[src/usb_rx_pkg.sv]
package usb_rx_pkg;

    // Encoded as {dp, dm}.
    typedef enum logic [1:0] {
        LINE_SE0 = 2'b00,
        LINE_K   = 2'b01,
        LINE_J   = 2'b10,
        LINE_SE1 = 2'b11
    } line_state_t;

    typedef enum logic [1:0] {
        TAG_PID   = 2'd0,
        TAG_DATA  = 2'd1,
        TAG_EOP   = 2'd2,
        TAG_ABORT = 2'd3
    } rx_tag_t;

    typedef struct packed {
        logic [7:0] data;
        rx_tag_t    tag;
    } rx_entry_t;

    // KJKJKJKK after NRZI decoding, LSB first.
    localparam logic [7:0] SYNC_BYTE = 8'h80;

    localparam int DEFAULT_FIFO_DEPTH = 32;
    localparam int DEFAULT_IDLE_BITS  = 16;

    localparam logic [1:0] REG_CTRL      = 2'd0;
    localparam logic [1:0] REG_PKT_COUNT = 2'd1;
    localparam logic [1:0] REG_ERR_COUNT = 2'd2;
    localparam logic [1:0] REG_LAST_PID  = 2'd3;

endpackage

[src/usb_line_sampler.sv]
`timescale 1ns/1ps

module usb_line_sampler (
    input  logic                    clk,
    input  logic                    nreset,
    input  logic                    dp_in,
    input  logic                    dm_in,
    output usb_rx_pkg::line_state_t line_state,
    output logic                    bit_strobe
);
    import usb_rx_pkg::*;

    logic [1:0]  sync_meta;
    logic [1:0]  sync_line;
    line_state_t prev_state;
    logic [1:0]  phase;
    logic        changed;

    assign line_state = line_state_t'(sync_line);
    assign changed    = (line_state != prev_state);

    // Phase 1 after a transition is the bit centre at four clocks per bit.
    assign bit_strobe = (phase == 2'd1) && !changed;

    always_ff @(posedge clk) begin
        if (!nreset) begin
            sync_meta  <= LINE_J;
            sync_line  <= LINE_J;
            prev_state <= LINE_J;
            phase      <= 2'd0;
        end else begin
            sync_meta  <= {dp_in, dm_in};
            sync_line  <= sync_meta;
            prev_state <= line_state;
            if (changed) begin
                phase <= 2'd0;
            end else begin
                phase <= phase + 2'd1;
            end
        end
    end

endmodule

[src/usb_nrzi_decoder.sv]
`timescale 1ns/1ps

module usb_nrzi_decoder (
    input  logic                    clk,
    input  logic                    nreset,
    input  usb_rx_pkg::line_state_t line_state,
    input  logic                    bit_strobe,
    output logic                    bit_valid,
    output logic                    bit_value,
    output usb_rx_pkg::line_state_t bit_state,
    output logic                    stuff_error
);
    import usb_rx_pkg::*;

    line_state_t prev_jk;
    logic [2:0]  ones_count;
    logic        is_jk;
    logic        same_state;

    assign is_jk      = (line_state == LINE_J) || (line_state == LINE_K);
    assign same_state = (line_state == prev_jk);

    always_ff @(posedge clk) begin
        if (!nreset) begin
            prev_jk     <= LINE_J;
            ones_count  <= 3'd0;
            bit_valid   <= 1'b0;
            bit_value   <= 1'b0;
            bit_state   <= LINE_J;
            stuff_error <= 1'b0;
        end else begin
            bit_valid   <= 1'b0;
            stuff_error <= 1'b0;
            if (bit_strobe) begin
                bit_state <= line_state;
                if (!is_jk) begin
                    // SE0 and SE1 pass through as zeros.
                    bit_valid  <= 1'b1;
                    bit_value  <= 1'b0;
                    ones_count <= 3'd0;
                    if (line_state == LINE_SE0) begin
                        prev_jk <= LINE_J;
                    end
                end else if (same_state) begin
                    bit_valid <= 1'b1;
                    bit_value <= 1'b1;
                    // Saturates at seven, so a long idle keeps the next zero.
                    if (ones_count == 3'd6) begin
                        stuff_error <= 1'b1;
                        ones_count  <= 3'd7;
                    end else if (ones_count != 3'd7) begin
                        ones_count <= ones_count + 3'd1;
                    end
                end else begin
                    prev_jk    <= line_state;
                    ones_count <= 3'd0;
                    // A zero after six ones is a stuffed bit.
                    if (ones_count != 3'd6) begin
                        bit_valid <= 1'b1;
                        bit_value <= 1'b0;
                    end
                end
            end
        end
    end

endmodule

[src/usb_packet_receiver.sv]
`timescale 1ns/1ps

module usb_packet_receiver #(
    parameter int IDLE_BITS = usb_rx_pkg::DEFAULT_IDLE_BITS
) (
    input  logic                    clk,
    input  logic                    nreset,
    input  logic                    rx_enable,
    input  logic                    bit_valid,
    input  logic                    bit_value,
    input  usb_rx_pkg::line_state_t bit_state,
    input  logic                    stuff_error,
    input  logic                    almost_full,
    output logic                    wr_en,
    output usb_rx_pkg::rx_entry_t   wr_entry,
    output logic                    pkt_done,
    output logic                    pkt_error,
    output logic                    pid_seen,
    output logic [7:0]              pid_value
);
    import usb_rx_pkg::*;

    typedef enum logic [2:0] {
        ST_WAIT_IDLE,
        ST_IDLE,
        ST_SYNC,
        ST_PID,
        ST_DATA,
        ST_DROP
    } rx_state_t;

    localparam int IDLE_W = $clog2(IDLE_BITS + 1);

    rx_state_t         state;
    logic [IDLE_W-1:0] idle_count;
    logic [7:0]        shift;
    logic [2:0]        bit_count;
    logic              se0_seen;
    logic [7:0]        next_byte;
    logic              line_j;
    logic              line_se0;
    logic              line_err;
    logic              data_bit;
    logic              byte_done;

    // ########################################################################
    // Bit classification
    // ########################################################################

    assign next_byte = {bit_value, shift[7:1]};
    assign line_j    = bit_valid && (bit_state == LINE_J);
    assign line_se0  = bit_valid && (bit_state == LINE_SE0);
    // SE1 and a stuffing fault both count as a broken line.
    assign line_err  = bit_valid && ((bit_state == LINE_SE1) || stuff_error);
    assign data_bit  = bit_valid && !line_se0 && !line_err;
    assign byte_done = data_bit && (bit_count == 3'd7);

    // ########################################################################
    // Packet FSM
    // ########################################################################

    always_ff @(posedge clk) begin
        if (!nreset) begin
            state      <= ST_WAIT_IDLE;
            idle_count <= '0;
            bit_count  <= 3'd0;
            se0_seen   <= 1'b0;
            wr_en      <= 1'b0;
            pkt_done   <= 1'b0;
            pkt_error  <= 1'b0;
            pid_seen   <= 1'b0;
        end else begin
            wr_en     <= 1'b0;
            pkt_done  <= 1'b0;
            pkt_error <= 1'b0;
            pid_seen  <= 1'b0;

            if (data_bit) begin
                shift     <= next_byte;
                bit_count <= bit_count + 3'd1;
            end

            case (state)
                ST_WAIT_IDLE: begin
                    if (!rx_enable || (bit_valid && !line_j)) begin
                        idle_count <= '0;
                    end else if (line_j) begin
                        if (idle_count == IDLE_W'(IDLE_BITS - 1)) begin
                            idle_count <= '0;
                            state      <= ST_IDLE;
                        end else begin
                            idle_count <= idle_count + 1'b1;
                        end
                    end
                end
                ST_IDLE: begin
                    // First K of SYNC decodes as a zero.
                    if (!rx_enable) begin
                        state <= ST_WAIT_IDLE;
                    end else if (data_bit && !bit_value) begin
                        state     <= ST_SYNC;
                        bit_count <= 3'd1;
                    end
                end
                ST_SYNC: begin
                    if (!rx_enable) begin
                        state <= ST_WAIT_IDLE;
                    end else if (line_se0 || line_err) begin
                        state    <= ST_DROP;
                        se0_seen <= 1'b1;
                    end else if (byte_done) begin
                        if (next_byte == SYNC_BYTE) begin
                            state <= ST_PID;
                        end else begin
                            state    <= ST_DROP;
                            se0_seen <= 1'b1;
                        end
                    end
                end
                ST_PID: begin
                    if (line_se0 || line_err) begin
                        state    <= ST_DROP;
                        se0_seen <= line_se0;
                    end else if (byte_done) begin
                        if ((next_byte[7:4] == ~next_byte[3:0]) && !almost_full) begin
                            wr_en     <= 1'b1;
                            wr_entry  <= '{data: next_byte, tag: TAG_PID};
                            pid_seen  <= 1'b1;
                            pid_value <= next_byte;
                            state     <= ST_DATA;
                        end else begin
                            pkt_error <= 1'b1;
                            state     <= ST_DROP;
                            se0_seen  <= 1'b0;
                        end
                    end
                end
                ST_DATA: begin
                    if (line_se0 && (bit_count == 3'd0)) begin
                        wr_en    <= 1'b1;
                        wr_entry <= '{data: 8'h00, tag: TAG_EOP};
                        pkt_done <= 1'b1;
                        state    <= ST_DROP;
                        se0_seen <= 1'b1;
                    end else if (line_se0 || line_err || (byte_done && almost_full)) begin
                        // Last free slot takes the abort marker.
                        wr_en     <= 1'b1;
                        wr_entry  <= '{data: 8'h00, tag: TAG_ABORT};
                        pkt_error <= 1'b1;
                        state     <= ST_DROP;
                        se0_seen  <= line_se0;
                    end else if (byte_done) begin
                        wr_en    <= 1'b1;
                        wr_entry <= '{data: next_byte, tag: TAG_DATA};
                    end
                end
                ST_DROP: begin
                    // Rest of the packet is ignored up to its EOP.
                    if (!rx_enable) begin
                        state <= ST_WAIT_IDLE;
                    end else if (line_se0) begin
                        se0_seen <= 1'b1;
                    end else if (line_j && se0_seen) begin
                        se0_seen <= 1'b0;
                        state    <= ST_IDLE;
                    end
                end
                default: begin
                    state <= ST_WAIT_IDLE;
                end
            endcase
        end
    end

endmodule

[src/usb_rx_fifo.sv]
`timescale 1ns/1ps

module usb_rx_fifo #(
    parameter int DEPTH = usb_rx_pkg::DEFAULT_FIFO_DEPTH
) (
    input  logic                  clk,
    input  logic                  nreset,
    input  logic                  wr_en,
    input  usb_rx_pkg::rx_entry_t wr_entry,
    output logic                  almost_full,
    output logic                  out_valid,
    output usb_rx_pkg::rx_entry_t out_entry,
    input  logic                  out_ready
);
    import usb_rx_pkg::*;

    localparam int PTR_W = $clog2(DEPTH);
    localparam int CNT_W = $clog2(DEPTH + 1);

    rx_entry_t        mem [DEPTH];
    logic [PTR_W-1:0] wr_ptr;
    logic [PTR_W-1:0] rd_ptr;
    logic [CNT_W-1:0] count;
    logic             do_write;
    logic             do_read;

    assign out_valid   = (count != '0);
    assign out_entry   = mem[rd_ptr];
    // At most one slot left.
    assign almost_full = (count >= CNT_W'(DEPTH - 1));
    assign do_write    = wr_en && (count != CNT_W'(DEPTH));
    assign do_read     = out_valid && out_ready;

    always_ff @(posedge clk) begin
        if (do_write) begin
            mem[wr_ptr] <= wr_entry;
        end
    end

    always_ff @(posedge clk) begin
        if (!nreset) begin
            wr_ptr <= '0;
            rd_ptr <= '0;
            count  <= '0;
        end else begin
            if (do_write) begin
                wr_ptr <= (wr_ptr == PTR_W'(DEPTH - 1)) ? '0 : wr_ptr + 1'b1;
            end
            if (do_read) begin
                rd_ptr <= (rd_ptr == PTR_W'(DEPTH - 1)) ? '0 : rd_ptr + 1'b1;
            end
            count <= count + CNT_W'(do_write) - CNT_W'(do_read);
        end
    end

endmodule

[src/usb_rx_regs.sv]
`timescale 1ns/1ps

module usb_rx_regs (
    input  logic       clk,
    input  logic       nreset,
    input  logic [1:0] reg_addr,
    input  logic [7:0] reg_wdata,
    input  logic       reg_write,
    output logic [7:0] reg_rdata,
    output logic       rx_enable,
    input  logic       pkt_done,
    input  logic       pkt_error,
    input  logic       pid_seen,
    input  logic [7:0] pid_value
);
    import usb_rx_pkg::*;

    logic [7:0] pkt_count;
    logic [7:0] err_count;
    logic [7:0] last_pid;

    always_comb begin
        case (reg_addr)
            REG_CTRL:      reg_rdata = {7'd0, rx_enable};
            REG_PKT_COUNT: reg_rdata = pkt_count;
            REG_ERR_COUNT: reg_rdata = err_count;
            default:       reg_rdata = last_pid;
        endcase
    end

    always_ff @(posedge clk) begin
        if (!nreset) begin
            rx_enable <= 1'b1;
            pkt_count <= 8'd0;
            err_count <= 8'd0;
            last_pid  <= 8'd0;
        end else begin
            if (reg_write && (reg_addr == REG_CTRL)) begin
                rx_enable <= reg_wdata[0];
            end

            // Counters saturate; a write of any value clears them.
            if (reg_write && (reg_addr == REG_PKT_COUNT)) begin
                pkt_count <= 8'd0;
            end else if (pkt_done && (pkt_count != 8'hff)) begin
                pkt_count <= pkt_count + 8'd1;
            end

            if (reg_write && (reg_addr == REG_ERR_COUNT)) begin
                err_count <= 8'd0;
            end else if (pkt_error && (err_count != 8'hff)) begin
                err_count <= err_count + 8'd1;
            end

            if (pid_seen) begin
                last_pid <= pid_value;
            end
        end
    end

endmodule

[src/usb_rx_top.sv]
`timescale 1ns/1ps

module usb_rx_top #(
    parameter int FIFO_DEPTH = usb_rx_pkg::DEFAULT_FIFO_DEPTH,
    parameter int IDLE_BITS  = usb_rx_pkg::DEFAULT_IDLE_BITS
) (
    input  logic                  clk,
    input  logic                  nreset,
    input  logic                  dp_in,
    input  logic                  dm_in,
    output logic                  out_valid,
    output usb_rx_pkg::rx_entry_t out_entry,
    input  logic                  out_ready,
    input  logic [1:0]            reg_addr,
    input  logic [7:0]            reg_wdata,
    input  logic                  reg_write,
    output logic [7:0]            reg_rdata
);
    import usb_rx_pkg::*;

    line_state_t line_state;
    logic        bit_strobe;
    logic        bit_valid;
    logic        bit_value;
    line_state_t bit_state;
    logic        stuff_error;
    logic        almost_full;
    logic        wr_en;
    rx_entry_t   wr_entry;
    logic        rx_enable;
    logic        pkt_done;
    logic        pkt_error;
    logic        pid_seen;
    logic [7:0]  pid_value;

    // ########################################################################
    // Line side
    // ########################################################################

    usb_line_sampler i_usb_line_sampler (
        .clk        (clk),
        .nreset     (nreset),
        .dp_in      (dp_in),
        .dm_in      (dm_in),
        .line_state (line_state),
        .bit_strobe (bit_strobe)
    );

    usb_nrzi_decoder i_usb_nrzi_decoder (
        .clk         (clk),
        .nreset      (nreset),
        .line_state  (line_state),
        .bit_strobe  (bit_strobe),
        .bit_valid   (bit_valid),
        .bit_value   (bit_value),
        .bit_state   (bit_state),
        .stuff_error (stuff_error)
    );

    usb_packet_receiver #(
        .IDLE_BITS (IDLE_BITS)
    ) i_usb_packet_receiver (
        .clk         (clk),
        .nreset      (nreset),
        .rx_enable   (rx_enable),
        .bit_valid   (bit_valid),
        .bit_value   (bit_value),
        .bit_state   (bit_state),
        .stuff_error (stuff_error),
        .almost_full (almost_full),
        .wr_en       (wr_en),
        .wr_entry    (wr_entry),
        .pkt_done    (pkt_done),
        .pkt_error   (pkt_error),
        .pid_seen    (pid_seen),
        .pid_value   (pid_value)
    );

    // ########################################################################
    // Consumer and register side
    // ########################################################################

    usb_rx_fifo #(
        .DEPTH (FIFO_DEPTH)
    ) i_usb_rx_fifo (
        .clk         (clk),
        .nreset      (nreset),
        .wr_en       (wr_en),
        .wr_entry    (wr_entry),
        .almost_full (almost_full),
        .out_valid   (out_valid),
        .out_entry   (out_entry),
        .out_ready   (out_ready)
    );

    usb_rx_regs i_usb_rx_regs (
        .clk       (clk),
        .nreset    (nreset),
        .reg_addr  (reg_addr),
        .reg_wdata (reg_wdata),
        .reg_write (reg_write),
        .reg_rdata (reg_rdata),
        .rx_enable (rx_enable),
        .pkt_done  (pkt_done),
        .pkt_error (pkt_error),
        .pid_seen  (pid_seen),
        .pid_value (pid_value)
    );

endmodule

[config.mk]
export PLATFORM = sky130hd
export DESIGN_NAME = usb_rx_top
export DESIGN_NICKNAME = d
export VERILOG_FILES = /design/src/usb_rx_pkg.sv /design/src/usb_line_sampler.sv /design/src/usb_nrzi_decoder.sv /design/src/usb_packet_receiver.sv /design/src/usb_rx_fifo.sv /design/src/usb_rx_regs.sv /design/src/usb_rx_top.sv
export SDC_FILE = /design/constraint.sdc
export NUM_CORES = 1
export LEC_CHECK = 0
export BUFFER_PORTS_ARGS = -buffer_cell sky130_fd_sc_hd__buf_2
export CORE_ASPECT_RATIO = 0.7
export CORE_MARGIN = 10
export CORE_UTILIZATION = 45
export CTS_BUF_LIST = sky130_fd_sc_hd__clkbuf_4
export DETAILED_ROUTE_END_ITERATION = 12
export PLACE_DENSITY = 0.6
export SYNTH_ARGS = -nofsm -noshare
export SYNTH_HDL_FRONTEND = slang
export SYNTH_SLANG_ARGS = --single-unit
[constraint.sdc]
create_clock -name clk -period 3.1 [get_ports clk]
set_input_delay 0.62 -clock clk [delete_from_list [all_inputs] [get_ports clk]]
set_output_delay 0.62 -clock clk [all_outputs]
set_load 0.01 [all_outputs]
==> flow_metrics.tcl <==
set metrics [dict create \
    num_vias 9441 \
    synth-main-ff-cell "edfxtp_1" \
    numCtsBuffers 100 \
    critPathKind "reg -> out" \
    final_util 0.528 \
    yosys_warnings 0 \
    gp_congestion 0.844 \
    core_sq_um 37600 \
    yosysTopAreaCell "edfxtp_1" \
    antenna_found_initial 2 \
    numPortBuffers 27 \
    total_power_w 0.0128 \
    cts-htree-levels 3 \
    io_pins 35 \
    crit_buf_inv 3 \
    layout.nets 1187 \
    worst_setup_path_end_kind "output pin" \
    setup_violations 10 \
    initial_core_util 0.460 \
    drive_gt1_frac 0.299 \
    slowest_delay_ns 0.56 \
    cap_viol_max_count 0 \
    drv_slew 0 \
    synth.avg_cell_area_sq_um 17.2 \
    fp.dieW_microns 254 \
    crit_fanout 6 \
    clk_path_buf_depth 3 \
    overflow 0 \
    fin_crit_sh 1.16 \
    routedWlPerCell_microns 22.2 \
    rows 59 \
    grt_setup_unrepaired "true" \
    hp-class "in -> reg" \
    crit_slowest_cell "mux4_2" \
    path_clk_slew_ns 0.07 \
    synthTopCellsByArea "edfxtp_1 (60%), mux4_2 (13%), dfxtp_1 (9.3%)" \
    layout_common_cells "edfxtp_1 (345), clkbuf_4 (155), mux4_2 (101), dfxtp_1 (78), nor2_1 (68)" \
    holdWs_ns 0.0810 \
    critPathTopFamily "multiplexers" \
    grtUsageTotal 0.164 \
    worstPathArrival_ns 2.97 \
    clock_latency_ns 0.80 \
    crit_required_ns 2.48 \
    peakVddDrop_mv 0.255 \
    min_period_ns 3.59 \
    syn_inst 1008 \
    drt-initial-drc-count 991 \
    synth.ff_latch_count 425 \
    fin_skew_ns 0.0533 \
    max_freq_ghz 0.279 \
    cts_tree "built" \
    grt_pass1_vias 9246 \
    ant_nets 0 \
    worst_slack_ns -0.486 \
    cts-root-buf "clkbuf_4" \
    routed_via_density 5.54 \
    grt_pass1_wl_microns 57000 \
    relSlewSlack 0.167 \
    p_per_area_nw_per_um2 646 \
    violations "setup timing" \
    yosysUniqueCellTypes 59 \
    dieArea_sq_um 46800 \
    startpoint_type "flop" \
    cts.sinks 425 \
    async_flop_share 0 \
    area.growth.synth_to_final_pct 14.7 \
    status "complete, but fails checks" \
    instances_no_fill 1704 \
    die_h_microns 184 \
    min_from "reg_wdata[0]" \
    wl_microns 37800 \
    tightest_slew_ns 1.25 \
    dp_cells 1513 \
    final_common_cell "edfxtp_1" \
    drc 0 \
    hold_viol_final 0 \
    synth_edf_count 345 \
    syn-num-nets 1056 \
    yosysTopAreaCellShare 0.599 \
    ys_seq_area_frac 0.691 \
    worstPathCellList "buf_12 -> buf_12 -> mux4_2 -> mux4_2 -> mux2_4 -> buf_6" \
    detailed_place_hpwl_microns 24200 \
    dr.pass1.iters 5 \
    syn_area_sq_um 17300 \
    grt_max_degree 33 \
    total_leakage_power_nw 6.69 \
    r2r_start "i_usb_rx_fifo.count[2]" \
]
## sequential cells by signal (all words and copies together) (netlist names), 2 cells and up, named ones only
| signal | flops |
|---|---|
| i_usb_rx_fifo.rd_ptr | 5 |
| i_usb_packet_receiver.pid_value | 8 |
| i_usb_line_sampler.sync_meta | 2 |
| i_usb_rx_regs.pkt_count | 8 |
| i_usb_rx_fifo.count | 6 |
| i_usb_rx_regs.err_count | 8 |
| i_usb_rx_regs.last_pid | 8 |
| i_usb_line_sampler.line_state | 2 |
| i_usb_rx_fifo.mem | 320 |
| i_usb_line_sampler.prev_state | 2 |
| i_usb_packet_receiver.shift | 7 |
| i_usb_line_sampler.phase | 2 |
| i_usb_packet_receiver.idle_count | 5 |
| i_usb_nrzi_decoder.ones_count | 3 |
| i_usb_rx_fifo.wr_ptr | 5 |
| i_usb_nrzi_decoder.bit_state | 2 |
| i_usb_nrzi_decoder.prev_jk | 2 |
| i_usb_packet_receiver.wr_entry | 10 |
| i_usb_packet_receiver.bit_count | 3 |
| i_usb_packet_receiver.state | 3 |
## routing by layer
layer / vias up / GRT usage / share of wire
met5: - / 0 / 0
met3: 51 / 0.0551 / 0.080
met4: 0 / 0.0416 / 0.013
li1: 4269 / - / -
met1: 4822 / 0.249 / 0.49
met2: 299 / 0.218 / 0.42
## metrics by stage
| step | setup slack [ns] | TNS, ns | cell area, sq um |
|---|---|---|---|
| 6_report | -0.486 | -4.62 | 19800 |
| 5_1_grt | -0.617 | -6.03 | 19800 |
| 4_1_cts | -0.579 | -5.68 | 19800 |
| 3_5_place_dp | 0.193 | 0 | 18200 |
| 3_3_place_gp | 0.189 | 0 | 18200 |
| 2_1_floorplan | 0.487 | 0 | 17300 |
## kinds of logic (layout without fill, tap and decap cells)
group                      count (synthesis)  count (layout)  share of synthesized area
AOI/OAI and AO/OA                         88              88                     0.0346
buffers and inverters                     74             280                     0.0171
and+or+nand+nor                          230             230                     0.0688
other                                      0               2                          0
DFF                                      425             425                      0.691
adders and majority gates                 32              32                     0.0236
xor gates and xnor gates                  25              25                     0.0127
muxes                                    134             134                      0.152
## cell usage after synthesis (3+ instances only)
cell type / count
edfxtp_1: 345
mux4_2: 101
dfxtp_1: 80
nor2_1: 68
nand2_1: 42
clkbuf_1: 35
ha_1: 31
inv_1: 28
nor2b_1: 20
o21ai_0: 19
a21oi_1: 18
mux2_2: 17
and2_1: 16
mux2i_1: 16
xnor2_1: 15
nand3_1: 13
and3_1: 11
nor3_1: 11
xor2_1: 10
a21boi_0: 9
buf_2: 9
a22o_1: 8
nand2b_1: 7
or3_1: 7
nor4_1: 6
o211ai_1: 6
o21a_1: 6
nor3b_1: 5
and4_1: 4
nand4_1: 4
nand3b_1: 3
or4_1: 3
## final timing paths
check	slack [ns]	depth (start not counted)	to
hold reg to reg	0.42	1	i_usb_line_sampler.phase[0]
setup reg to reg	0.27	7	i_usb_rx_fifo.mem[19][1]
hold / removal	0.08	3	i_usb_rx_regs.rx_enable
setup / recovery	-0.49	6	out_entry[0]
## where the power goes
| group | total, W | internal, W | leakage (nW) | switching [W] |
|---|---|---|---|---|
| sequential | 0.00625 | 0.00615 | 3.76 | 0.0000993 |
| combinational | 0.00197 | 0.00106 | 2.14 | 0.000909 |
| clock | 0.00460 | 0.00243 | 0.787 | 0.00217 |
| total | 0.0128 | 0.00965 | 6.69 | 0.00318 |
## worst register-to-register path: cells and delay by family (launching register included)
family | cells | cell delay (ns)
fa+ha+maj | 1 | 0.23
buf+inv | 2 | 0.30
flops | 1 | 0.37
simple gates | 4 | 1.54
## area by class of cell
cell class,instances,area [sq um]
repair buffers,75,764
clock inverters,22,145
inverters,28,105
well taps,488,611
fillers,3058,17700
diodes,2,5.00
multi-input cells,509,5080
clock buffers,155,1160
flip-flops and latches,425,12000
## what timing repair did
| item | in CTS | in global routing |
|---|---|---|
| buffers inserted | 5 | 3 |
| pin swaps | 0 | 0 |
| hold endpoints to repair | 2 | 0 |
| gates cloned | 4 | 0 |
| hold buffers | 2 | 0 |
| setup endpoints to repair | 10 | 10 |
| resized for setup | 30 | 2 |
Power figures use the tool's default switching activity.
